===== src/hw/decim_settings.svh =====
// Width and limit macros for the IQ decimator, included by the packages and every RTL module
`ifndef DECIM_SETTINGS_SVH
`define DECIM_SETTINGS_SVH

// ----------------------------------------------------------------------
// Channel layout
// ----------------------------------------------------------------------
`define DECIM_CH_NUM 2
`define DECIM_SAMPLE_W 16

// ----------------------------------------------------------------------
// Accumulation and rounding
// ----------------------------------------------------------------------
// Enough headroom for 16 full-scale samples
`define DECIM_GUARD_W 4
`define DECIM_ACC_W (`DECIM_SAMPLE_W + `DECIM_GUARD_W)
`define DECIM_ERR_W (`DECIM_GUARD_W + 1)
`define DECIM_RATIO_W 4

`endif


===== src/hw/dsp_types_pkg.sv =====
// Datapath types shared by the decimator stages and the testbench: samples, sums, errors, modes
`include "decim_settings.svh"

package dsp_types_pkg;

    // ------------------------------------------------------------------
    // Scalar types
    // ------------------------------------------------------------------
    typedef logic signed [`DECIM_SAMPLE_W-1:0] sample_t;
    typedef logic signed [`DECIM_ACC_W-1:0] acc_t;

    // Difference between the sum and the rounded value
    typedef logic signed [`DECIM_ERR_W-1:0] err_t;

    // ------------------------------------------------------------------
    // IQ pairs, I in the upper half
    // ------------------------------------------------------------------
    typedef struct packed {
        sample_t i;
        sample_t q;
    } iq_sample_t;

    typedef struct packed {
        acc_t i;
        acc_t q;
    } iq_acc_t;

    typedef struct packed {
        err_t i;
        err_t q;
    } iq_err_t;

    // Code 3 is unassigned and rounds like truncate
    typedef enum logic [1:0] {
        RND_TRUNC   = 2'd0,
        RND_ZERO    = 2'd1,
        RND_NEAREST = 2'd2
    } round_mode_t;

endpackage


===== src/hw/decim_ctrl_pkg.sv =====
// Controller types for the decimator: FSM state encoding and the latched configuration
`include "decim_settings.svh"

package decim_ctrl_pkg;

    import dsp_types_pkg::*;

    // ------------------------------------------------------------------
    // Controller states
    // ------------------------------------------------------------------
    // IDLE waits for enable, START flushes once, RUN accepts samples
    typedef enum logic [1:0] {
        ST_IDLE  = 2'd0,
        ST_START = 2'd1,
        ST_RUN   = 2'd2
    } ctrl_state_t;

    // ------------------------------------------------------------------
    // Configuration captured on enable
    // ------------------------------------------------------------------
    typedef struct packed {
        // Frame length minus one
        logic [`DECIM_RATIO_W-1:0] ratio_m1;
        round_mode_t               mode;
    } decim_cfg_t;

    // Value held after reset and before the first start
    localparam decim_cfg_t CFG_RESET = '{
        ratio_m1: '0,
        mode:     RND_TRUNC
    };

endpackage


===== src/hw/decim_ctrl_fsm.sv =====
// Decimator controller: latches the configuration on enable and runs, flushes or stops the datapath
`timescale 1ns/10ps
`include "decim_settings.svh"

module decim_ctrl_fsm
    import dsp_types_pkg::*, decim_ctrl_pkg::*;
(
    input  logic                      clk_i,
    input  logic                      rst_i,
    input  logic                      enable_i,
    input  logic [`DECIM_RATIO_W-1:0] ratio_m1_i,
    input  round_mode_t               round_mode_i,
    output decim_cfg_t                cfg_o,
    output logic                      run_o,
    output logic                      flush_o
);

    ctrl_state_t state;
    ctrl_state_t state_nxt;
    logic        flush_q;
    decim_cfg_t  cfg_q;

    // ------------------------------------------------------------------
    // Next state
    // ------------------------------------------------------------------
    always_comb begin
        state_nxt = state;
        case (state)
            ST_IDLE: begin
                if (enable_i) begin
                    state_nxt = ST_START;
                end
            end
            ST_START: begin
                state_nxt = enable_i ? ST_RUN : ST_IDLE;
            end
            ST_RUN: begin
                if (!enable_i) begin
                    state_nxt = ST_IDLE;
                end
            end
            default: begin
                state_nxt = ST_IDLE;
            end
        endcase
    end

    // ------------------------------------------------------------------
    // State, flush pulse and configuration registers
    // ------------------------------------------------------------------
    always_ff @(posedge clk_i) begin
        if (rst_i) begin
            state   <= ST_IDLE;
            flush_q <= 1'b0;
            cfg_q   <= CFG_RESET;
        end else begin
            state <= state_nxt;
            // Flush for one cycle on start and on every return to idle
            flush_q <= (state_nxt == ST_START) ||
                       ((state != ST_IDLE) && (state_nxt == ST_IDLE));
            // Later changes on the inputs are ignored until the next start
            if (state == ST_IDLE && enable_i) begin
                cfg_q.ratio_m1 <= ratio_m1_i;
                cfg_q.mode     <= round_mode_i;
            end
        end
    end

    assign cfg_o   = cfg_q;
    assign run_o   = (state == ST_RUN);
    assign flush_o = flush_q;

endmodule


===== src/hw/decim_phase_counter.sv =====
// Frame position counter: tracks accepted samples and marks the first and last of each frame
`timescale 1ns/10ps
`include "decim_settings.svh"

module decim_phase_counter (
    input  logic                      clk_i,
    input  logic                      rst_i,
    input  logic                      run_i,
    input  logic                      flush_i,
    input  logic                      sample_i,
    input  logic [`DECIM_RATIO_W-1:0] ratio_m1_i,
    output logic                      first_o,
    output logic                      last_o
);

    logic [`DECIM_RATIO_W-1:0] pos;
    logic                      at_end;

    assign at_end = (pos == ratio_m1_i);

    // ------------------------------------------------------------------
    // Position within the frame
    // ------------------------------------------------------------------
    always_ff @(posedge clk_i) begin
        if (rst_i || flush_i) begin
            pos <= '0;
        end else if (run_i && sample_i) begin
            // Wrap to zero after the last sample of the frame
            if (at_end) begin
                pos <= '0;
            end else begin
                pos <= pos + 1'b1;
            end
        end
    end

    // Held low while stopped so a stray strobe starts or ends nothing
    assign first_o = run_i && (pos == '0);
    assign last_o  = run_i && at_end;

endmodule


===== src/hw/integrate_dump.sv =====
// Integrate-and-dump stage: sums each frame per channel and presents the completed sum for one cycle
`timescale 1ns/10ps
`include "decim_settings.svh"

module integrate_dump
    import dsp_types_pkg::*;
(
    input  logic       clk_i,
    input  logic       rst_i,
    input  logic       run_i,
    input  logic       sample_i,
    input  iq_sample_t data_i,
    input  logic       first_i,
    input  logic       last_i,
    input  logic       flush_i,
    output iq_acc_t    sum_o,
    output logic       sum_valid_o
);

    sample_t [`DECIM_CH_NUM-1:0] smp;
    acc_t    [`DECIM_CH_NUM-1:0] sum_q;
    logic                        accept;

    // Channel array view, index 1 is I
    assign smp    = data_i;
    assign accept = sample_i && run_i;

    // ------------------------------------------------------------------
    // Per-channel accumulators
    // ------------------------------------------------------------------
    for (genvar c = 0; c < `DECIM_CH_NUM; c++) begin : g_ch
        acc_t ext;
        acc_t acc;
        acc_t acc_nxt;

        assign ext = acc_t'($signed(smp[c]));

        // The first sample restarts the frame
        assign acc_nxt = first_i ? ext : acc + ext;

        always_ff @(posedge clk_i) begin
            if (accept) begin
                acc <= acc_nxt;
            end
            // Dump includes the sample on this edge
            if (accept && last_i) begin
                sum_q[c] <= acc_nxt;
            end
        end
    end

    // ------------------------------------------------------------------
    // Dump strobe
    // ------------------------------------------------------------------
    always_ff @(posedge clk_i) begin
        if (rst_i || flush_i) begin
            sum_valid_o <= 1'b0;
        end else begin
            sum_valid_o <= accept && last_i;
        end
    end

    assign sum_o = sum_q;

endmodule


===== src/hw/sample_round.sv =====
// Output rounding stage: reduces each channel sum to sample width and reports the rounding error
`timescale 1ns/10ps
`include "decim_settings.svh"

module sample_round
    import dsp_types_pkg::*;
(
    input  logic        clk_i,
    input  logic        rst_i,
    input  round_mode_t mode_i,
    input  iq_acc_t     sum_i,
    input  logic        sum_valid_i,
    output iq_sample_t  data_o,
    output iq_err_t     err_o,
    output logic        valid_o
);

    acc_t    [`DECIM_CH_NUM-1:0] sum_arr;
    sample_t [`DECIM_CH_NUM-1:0] rnd_data;
    err_t    [`DECIM_CH_NUM-1:0] rnd_err;

    assign sum_arr = sum_i;

    // ------------------------------------------------------------------
    // Per-channel rounding
    // ------------------------------------------------------------------
    for (genvar c = 0; c < `DECIM_CH_NUM; c++) begin : g_ch
        logic [`DECIM_SAMPLE_W-1:0] kept;
        logic [`DECIM_GUARD_W-1:0]  dropped;
        logic                       at_max;
        logic                       corr;
        acc_t                       diff;

        assign kept    = sum_arr[c][`DECIM_ACC_W-1:`DECIM_GUARD_W];
        assign dropped = sum_arr[c][`DECIM_GUARD_W-1:0];

        // Kept field already at positive full scale
        assign at_max = (kept == {1'b0, {(`DECIM_SAMPLE_W-1){1'b1}}});

        always_comb begin
            case (mode_i)
                RND_ZERO:    corr = kept[`DECIM_SAMPLE_W-1] && (|dropped);
                RND_NEAREST: corr = dropped[`DECIM_GUARD_W-1] && !at_max;
                default:     corr = 1'b0;
            endcase
        end

        assign rnd_data[c] = kept + {{(`DECIM_SAMPLE_W-1){1'b0}}, corr};

        // Error fits in guard width plus sign for every mode
        assign diff       = sum_arr[c] - {rnd_data[c], {`DECIM_GUARD_W{1'b0}}};
        assign rnd_err[c] = diff[`DECIM_ERR_W-1:0];
    end

    // ------------------------------------------------------------------
    // Output registers
    // ------------------------------------------------------------------
    always_ff @(posedge clk_i) begin
        if (rst_i) begin
            valid_o <= 1'b0;
        end else begin
            valid_o <= sum_valid_i;
        end
        data_o <= rnd_data;
        err_o  <= rnd_err;
    end

endmodule


===== src/hw/iq_decimator.sv =====
// Top level of the IQ integrate-and-dump decimator: controller, frame counter, accumulators, rounding
`timescale 1ns/10ps
`include "decim_settings.svh"

module iq_decimator
    import dsp_types_pkg::*, decim_ctrl_pkg::*;
(
    input  logic                      clk_i,
    input  logic                      rst_i,
    input  logic                      enable_i,
    input  logic [`DECIM_RATIO_W-1:0] ratio_m1_i,
    input  round_mode_t               round_mode_i,
    input  logic                      in_valid_i,
    input  iq_sample_t                in_data_i,
    output iq_sample_t                out_data_o,
    output iq_err_t                   out_err_o,
    output logic                      out_valid_o
);

    decim_cfg_t cfg;
    logic       run;
    logic       flush;
    logic       first;
    logic       last;
    iq_acc_t    sum;
    logic       sum_valid;

    // ------------------------------------------------------------------
    // Control
    // ------------------------------------------------------------------
    decim_ctrl_fsm decim_ctrl_fsm_inst (
        .clk_i        (clk_i),
        .rst_i        (rst_i),
        .enable_i     (enable_i),
        .ratio_m1_i   (ratio_m1_i),
        .round_mode_i (round_mode_i),
        .cfg_o        (cfg),
        .run_o        (run),
        .flush_o      (flush)
    );

    decim_phase_counter decim_phase_counter_inst (
        .clk_i      (clk_i),
        .rst_i      (rst_i),
        .run_i      (run),
        .flush_i    (flush),
        .sample_i   (in_valid_i),
        .ratio_m1_i (cfg.ratio_m1),
        .first_o    (first),
        .last_o     (last)
    );

    // ------------------------------------------------------------------
    // Datapath
    // ------------------------------------------------------------------
    integrate_dump integrate_dump_inst (
        .clk_i       (clk_i),
        .rst_i       (rst_i),
        .run_i       (run),
        .sample_i    (in_valid_i),
        .data_i      (in_data_i),
        .first_i     (first),
        .last_i      (last),
        .flush_i     (flush),
        .sum_o       (sum),
        .sum_valid_o (sum_valid)
    );

    sample_round sample_round_inst (
        .clk_i       (clk_i),
        .rst_i       (rst_i),
        .mode_i      (cfg.mode),
        .sum_i       (sum),
        .sum_valid_i (sum_valid),
        .data_o      (out_data_o),
        .err_o       (out_err_o),
        .valid_o     (out_valid_o)
    );

endmodule


===== config.mk =====
export PLATFORM = sky130hd
export DESIGN_NAME = iq_decimator
export DESIGN_NICKNAME = d
export VERILOG_FILES = /design/src/hw/dsp_types_pkg.sv /design/src/hw/decim_ctrl_pkg.sv /design/src/hw/decim_ctrl_fsm.sv /design/src/hw/decim_phase_counter.sv /design/src/hw/integrate_dump.sv /design/src/hw/sample_round.sv /design/src/hw/iq_decimator.sv
export VERILOG_INCLUDE_DIRS = /design/src /design/src/hw
export SDC_FILE = /design/constraint.sdc
export NUM_CORES = 1
export LEC_CHECK = 0
export BUFFER_PORTS_ARGS = -buffer_cell sky130_fd_sc_hd__buf_2
export CAP_MARGIN = 20
export CORE_ASPECT_RATIO = 1.25
export CORE_MARGIN = 2
export CORE_UTILIZATION = 61
export CTS_BUF_LIST = sky130_fd_sc_hd__clkbuf_8
export DETAILED_ROUTE_END_ITERATION = 8
export PLACE_DENSITY = 0.86
export SETUP_SLACK_MARGIN = 0.2
export SLEW_MARGIN = 20
export SYNTH_ARGS = -nofsm -noshare
export SYNTH_HDL_FRONTEND = slang
export SYNTH_SLANG_ARGS = --single-unit

===== constraint.sdc =====
create_clock -name clk_i -period 6.5 [get_ports clk_i]
set_input_delay 0.65 -clock clk_i [delete_from_list [all_inputs] [get_ports clk_i]]
set_output_delay 0.65 -clock clk_i [all_outputs]
set_load 0.02 [all_outputs]

======== Word level (Yosys, flattened, before mapping) ========
Cells that the tools add are included.
word-level totals
  flip-flop bits (word level) ............. 137
  output and inout bits ................... 43
  logic and storage cells ................. 59
operators by class
  add/sub/neg operators ................... 7
  equal/unequal tests ..................... 8
  multiplexer cells ....................... 9
  reductions and logical operators ........ 20
operator list
  kind                  count
  $add 20x16->20        2
  $mux 20               2
  $add 16x1->16         2
  $eq 16x15->1 const B  2
  $logic_and 1x1->1     10
  $sub 5x5->5           2
  $reduce_or 4->1       2
  $eq 2x1->1 const B    3
  $mux 2                3
  $pmux 2 s3            1
  $add 4x1->4 const B   1
  $eq 2x2->1 const B    2
  $eq 4x4->1            1
  $logic_not 2->1       2
  $logic_not 4->1       1
  $mux 4                1
  $pmux 1 s2            2
  $logic_not 1->1       2
  $logic_or 1x1->1      2
  $reduce_bool 2->1     1

======== Longest topological paths before layout ========
  depth after elaboration ................. 6
  gate-level depth with buffers ........... 11
  mapped depth without buffers ............ 11

======== By module ========
A second synthesis with hierarchy kept.
unflattened totals
  cells, all modules ...................... 672
  area, all modules ....................... 7,184.4 um^2
modules (own cells, without submodules)
  module               instances  cells an instance  area each (um^2)  seq. area each (um^2)
  integrate_dump       1          449                4,904.7           2,422.3
  sample_round         1          150                1,601.5           860.8
  decim_ctrl_fsm       1          38                 405.4             180.2
  decim_phase_counter  1          35                 272.8             80.1

======== Worst setup path after synthesis ========
No wires, ideal clock.
  path type ............................... input-to-reg
  start point ............................. input port in_valid_i
  end point ............................... register decim_phase_counter_inst.pos[0]
  setup time .............................. 0.121 ns
  arrival time ............................ 3.378 ns
  data required time ...................... 6.379 ns
  slack ................................... 3.000 ns
  stages on the path ...................... 6
  cells stage by stage .................... and2_1 -> clkbuf_1 -> nand2_1 -> inv_1 -> or3_1 -> nor2_1
between the ends
  longest elaborated chain between the ends .. 1
ends and longest elaborated chain
  what                            line                       source
  start, declared                 iq_decimator.sv:13         input logic in_valid_i,
  $logic_and 1x1->1               n/a
  net integrate_dump_inst.accept  integrate_dump.sv:22       logic accept;
  end signal, assigned            decim_phase_counter.sv:32  pos <= pos + 1'b1;
  end, declared                   decim_phase_counter.sv:16  logic [`DECIM_RATIO_W-1:0] pos;
The timed path passes the listed nets, and every way through them passes these cells.
A chain may end at the register's enable or synchronous reset.

==> results.cfg <==
[floorplanning]
floorplan.core_area_mm2 = 0.01067
die_w_um = 97.80
io_pins = 85
rows = 42
die_y_um = 121.3
die_area_mm2 = 0.01186
start_util_pct = 62.89

[sta]
fin_setup_tns_ns = 0
worstMarginPinSlew_ns = 0.6844
fmax_mhz = 347.9
hold_viol_final = 0
hold_ws_ns = 0.3827
rsz0062_at_grt = false
maxSlewViolCount = 0
setup_viol = 0
layout_worst_path_cycle_share_pct = 44.22
relSlewSlack_pct = 54.24
fin_crit_ns = 2.874
skew_ns = 0.01171

[synthesis]
ys.flop_type = edfxtp_1
synth_top_family_by_area = simple AND/OR/NAND/NOR gates
ys_warn_count = 0
synth_xor_area_share_pct = 9.138
synth_compound_area_share_pct = 12.14
syn_inst = 613
ys_seq_area_share_pct = 52.82
synth.cell_area_mm2 = 0.006709
syn_nets = 705
synth_edf_count = 80
synthAdderAreaFrac_pct = 9.549
synth.area.mux_share_pct = 0.8952
ys_async_sr_fraction_pct = 0
synth.distinct_cells = 54
synth_seq_cells = 137
avgSynthCellArea_um2 = 10.94
synth-simple-area-share_pct = 13.84

[final_layout]
antenna_cells = 0
final_cell_area_mm2 = 0.007675
fillers = 789
areaGrowthSynthToFinish_pct = 14.40
nNetsFinal = 799
drive_gt1_share_pct = 18.19

[worst_setup_path]
reg2reg_slack_ns = 3.63
critPathCapture = sample_round_inst.data_o[30]
cp-start-kind = register
cp.required_ns = 6.87
cp_top_family = simple AND/OR/NAND/NOR gates
path_class = reg2reg
crit_arrival_ns = 3.24
crit_path_end_kind = register
critPathLaunch = integrate_dump_inst.sum_o[29]
r2r_cells = 11
crit_chain = and3_1, and3_1, nand2_1, nor4_1, nor4_1, ha_1, ha_1, nand2_1, nor2_1, and3_1, xor2_1
critPathMaxFanout = 4
crit_slowest_cell = nor4_1
reg2reg_from = integrate_dump_inst.sum_o[29]
max_stage_delay_ns = 0.58
timing.rr.end = sample_round_inst.data_o[30]
path_buf_inv = 0
cp.depth = 11
crit_top_cell = and3_1

[drt]
num_vias = 4971
drt_pass1_iterations = 5
drc = 0
drt_iter0_drc = 278
routed_via_density = 5.835
drt-wirelength-per-cell_um = 16.40
routed_wl_mm = 13.97
drtAntennaViolNets = 0

[cts]
hold_buffers = 0
htreeDepth = 4
cts.sinks = 137
cts_buffer_depth = 2
clkSlewWorstSetupHoldPaths_ns = 0.08
cts-root-buf = clkbuf_8
clk_latency_ns = 0.44
numCtsBuffers = 17
post_cts_buffers = 0
ctsResizeCount = 0
tritoncts = done

[power]
vdd_drop_max_mv = 0.1572
power_density_mw_per_mm2 = 240.4
p_total_mw = 1.845
p_leak_nw = 3.137

[placed_design]
place.gp.congestion = 0.8575
place_area_mm2 = 0.007273
io_buffers = 84
hpwl_mm = 10.02

[global_route]
antenna_found_initial = 0
grt-ovfl-total = 0
grt_usage_pct = 24.52
grt_pass1_vias = 5052
grt_max_degree = 47
grt_pass1_wl_mm = 22.91

[run]
maxCapViolCount = 0

[run_status]
status = complete, no violations

[hold_path]
hp-class = reg2reg
[worst min path at each step]
stage	start	end	cells after the start
2_1_floorplan	integrate_dump_inst.sum_o[2]	sample_round_inst.err_o[2]	0
3_3_place_gp	integrate_dump_inst.sum_o[0]	sample_round_inst.err_o[0]	0
3_5_place_dp	integrate_dump_inst.sum_o[20]	sample_round_inst.err_o[5]	0
4_1_cts	integrate_dump_inst.sum_o[2]	sample_round_inst.err_o[2]	0
5_1_grt	integrate_dump_inst.sum_o[20]	sample_round_inst.err_o[5]	0
6_report	integrate_dump_inst.sum_o[0]	sample_round_inst.err_o[0]	0
[per-layer routing]
| layer | global-route usage (%) | vias up | wire length [um] | part of all wire [%] |
|---|---|---|---|---|
| met3 | 5.184 | 36 | 909 | 6.5 |
| met4 | 11.81 | 0 | 416 | 3.0 |
| met1 | 28.84 | 2330 | 5544 | 40 |
| li1 | - | 2408 | - | - |
| met5 | 0 | - | 0 | 0 |
| met2 | 42.80 | 197 | 7104 | 51 |
[cell usage in the layout (no fill, tap or decap), types with 3 or more instances in the layout]
master and n:
a211oi_1 3, a21o_1 6, a21oi_1 51, a31oi_1 3, and2_1 4, and3_1 13
buf_2 84, buf_4 3, clkbuf_8 18, clkinv_2 3, clkinv_4 3, clkinvlp_4 3
dfxtp_1 57, edfxtp_1 80, ha_1 48, inv_1 17, mux2i_1 6, nand2_1 50
nand2b_1 5, nand3_1 16, nand3b_1 4, nand4_1 10, nor2_1 52, nor2b_1 7
nor3_1 9, nor3b_1 3, nor4_1 6, o21a_1 5, o21ai_0 32, o21bai_1 4
or2_2 3, or3_1 5, xnor2_1 31, xor2_1 39
[state kept, by name, summed over array words and instances (netlist names), 2 cells and up]
signal and cells:
integrate_dump_inst.g_ch.acc 40, integrate_dump_inst.sum_o 40, sample_round_inst.data_o 32, sample_round_inst.err_o 10, decim_ctrl_fsm_inst.cfg_o 6, decim_phase_counter_inst.pos 4
decim_ctrl_fsm_inst.state 2
[power breakdown]
| part | internal (mW) | leakage, nW | total [mW] | switching (mW) |
|---|---|---|---|---|
| Sequential | 0.946 | 1.20 | 0.953 | 0.00711 |
| Clock | 0.353 | 0.196 | 0.693 | 0.340 |
| Combinational | 0.0816 | 1.74 | 0.200 | 0.118 |
[logic make-up after synthesis]
group,count (synthesis)
adder cells (fa/ha/maj),50
AO/OA/AOI/OAI,129
multiplexers,6
XOR/XNOR,70
AND/OR/NAND/NOR,192
buffers and inverters,29
flip-flops,137
[area by class of cell]
cell class	instances	area [um2]	area share [%]
Clock buffer	18	247.7	3.228
Clock inverter	14	147.6	1.924
Inverter	17	63.81	0.8314
Multi-Input combinational cell	447	3064	39.93
Sequential cell	137	3543	46.17
Tap cell	132	165.2	2.152
Timing Repair Buffer	87	442.9	5.771
[worst reg2reg max path: cells and delay by family (launching register included)]
| kind | cells | cell delay (ns) |
|---|---|---|
| adders and majority gates | 2 | 0.55 |
| xor gates and xnor gates | 1 | 0.14 |
| DFF | 1 | 0.44 |
| and+or+nand+nor | 8 | 1.69 |
[cell usage after synthesis, types with 2 or more instances]
master,instances,share of area (%)
edfxtp_1,80,36
a31oi_1,3,0.28
a211oi_1,3,0.34
nor3b_1,4,0.45
nor2b_1,7,0.65
o31ai_1,2,0.22
inv_1,17,0.95
a21o_1,6,0.67
dfxtp_1,57,17
clkbuf_1,11,0.62
ha_1,48,9.0
xor2_1,39,5.1
o21bai_1,4,0.45
o21ai_0,32,2.4
and2_1,5,0.47
fa_1,2,0.60
or2_2,3,0.28
o22ai_1,2,0.19
xnor2_1,31,4.0
o21ai_1,2,0.15
or3_1,5,0.47
a21oi_1,51,3.8
and3_1,13,1.2
nand2_1,50,2.8
nor2_1,52,2.9
mux2i_1,6,0.90
o2111a_1,2,0.34
nor4_1,6,0.56
nor3_1,9,0.67
o211ai_1,2,0.22
nand4_1,10,0.93
nand3b_1,4,0.45
nand2b_1,5,0.47
nand3_1,16,1.2
o21a_1,5,0.56
[through the flow]
step           utilization, %  instances  setup slack (ns)
2_1_floorplan               -        613             3.000
6_report                71.94        852             3.626
3_3_place_gp            68.18        820             3.308
3_5_place_dp            68.18        820             3.258
4_1_cts                 71.89        852             3.628
5_1_grt                 71.94        852             3.382
Note: power is estimated with default switching activity, not from simulation.
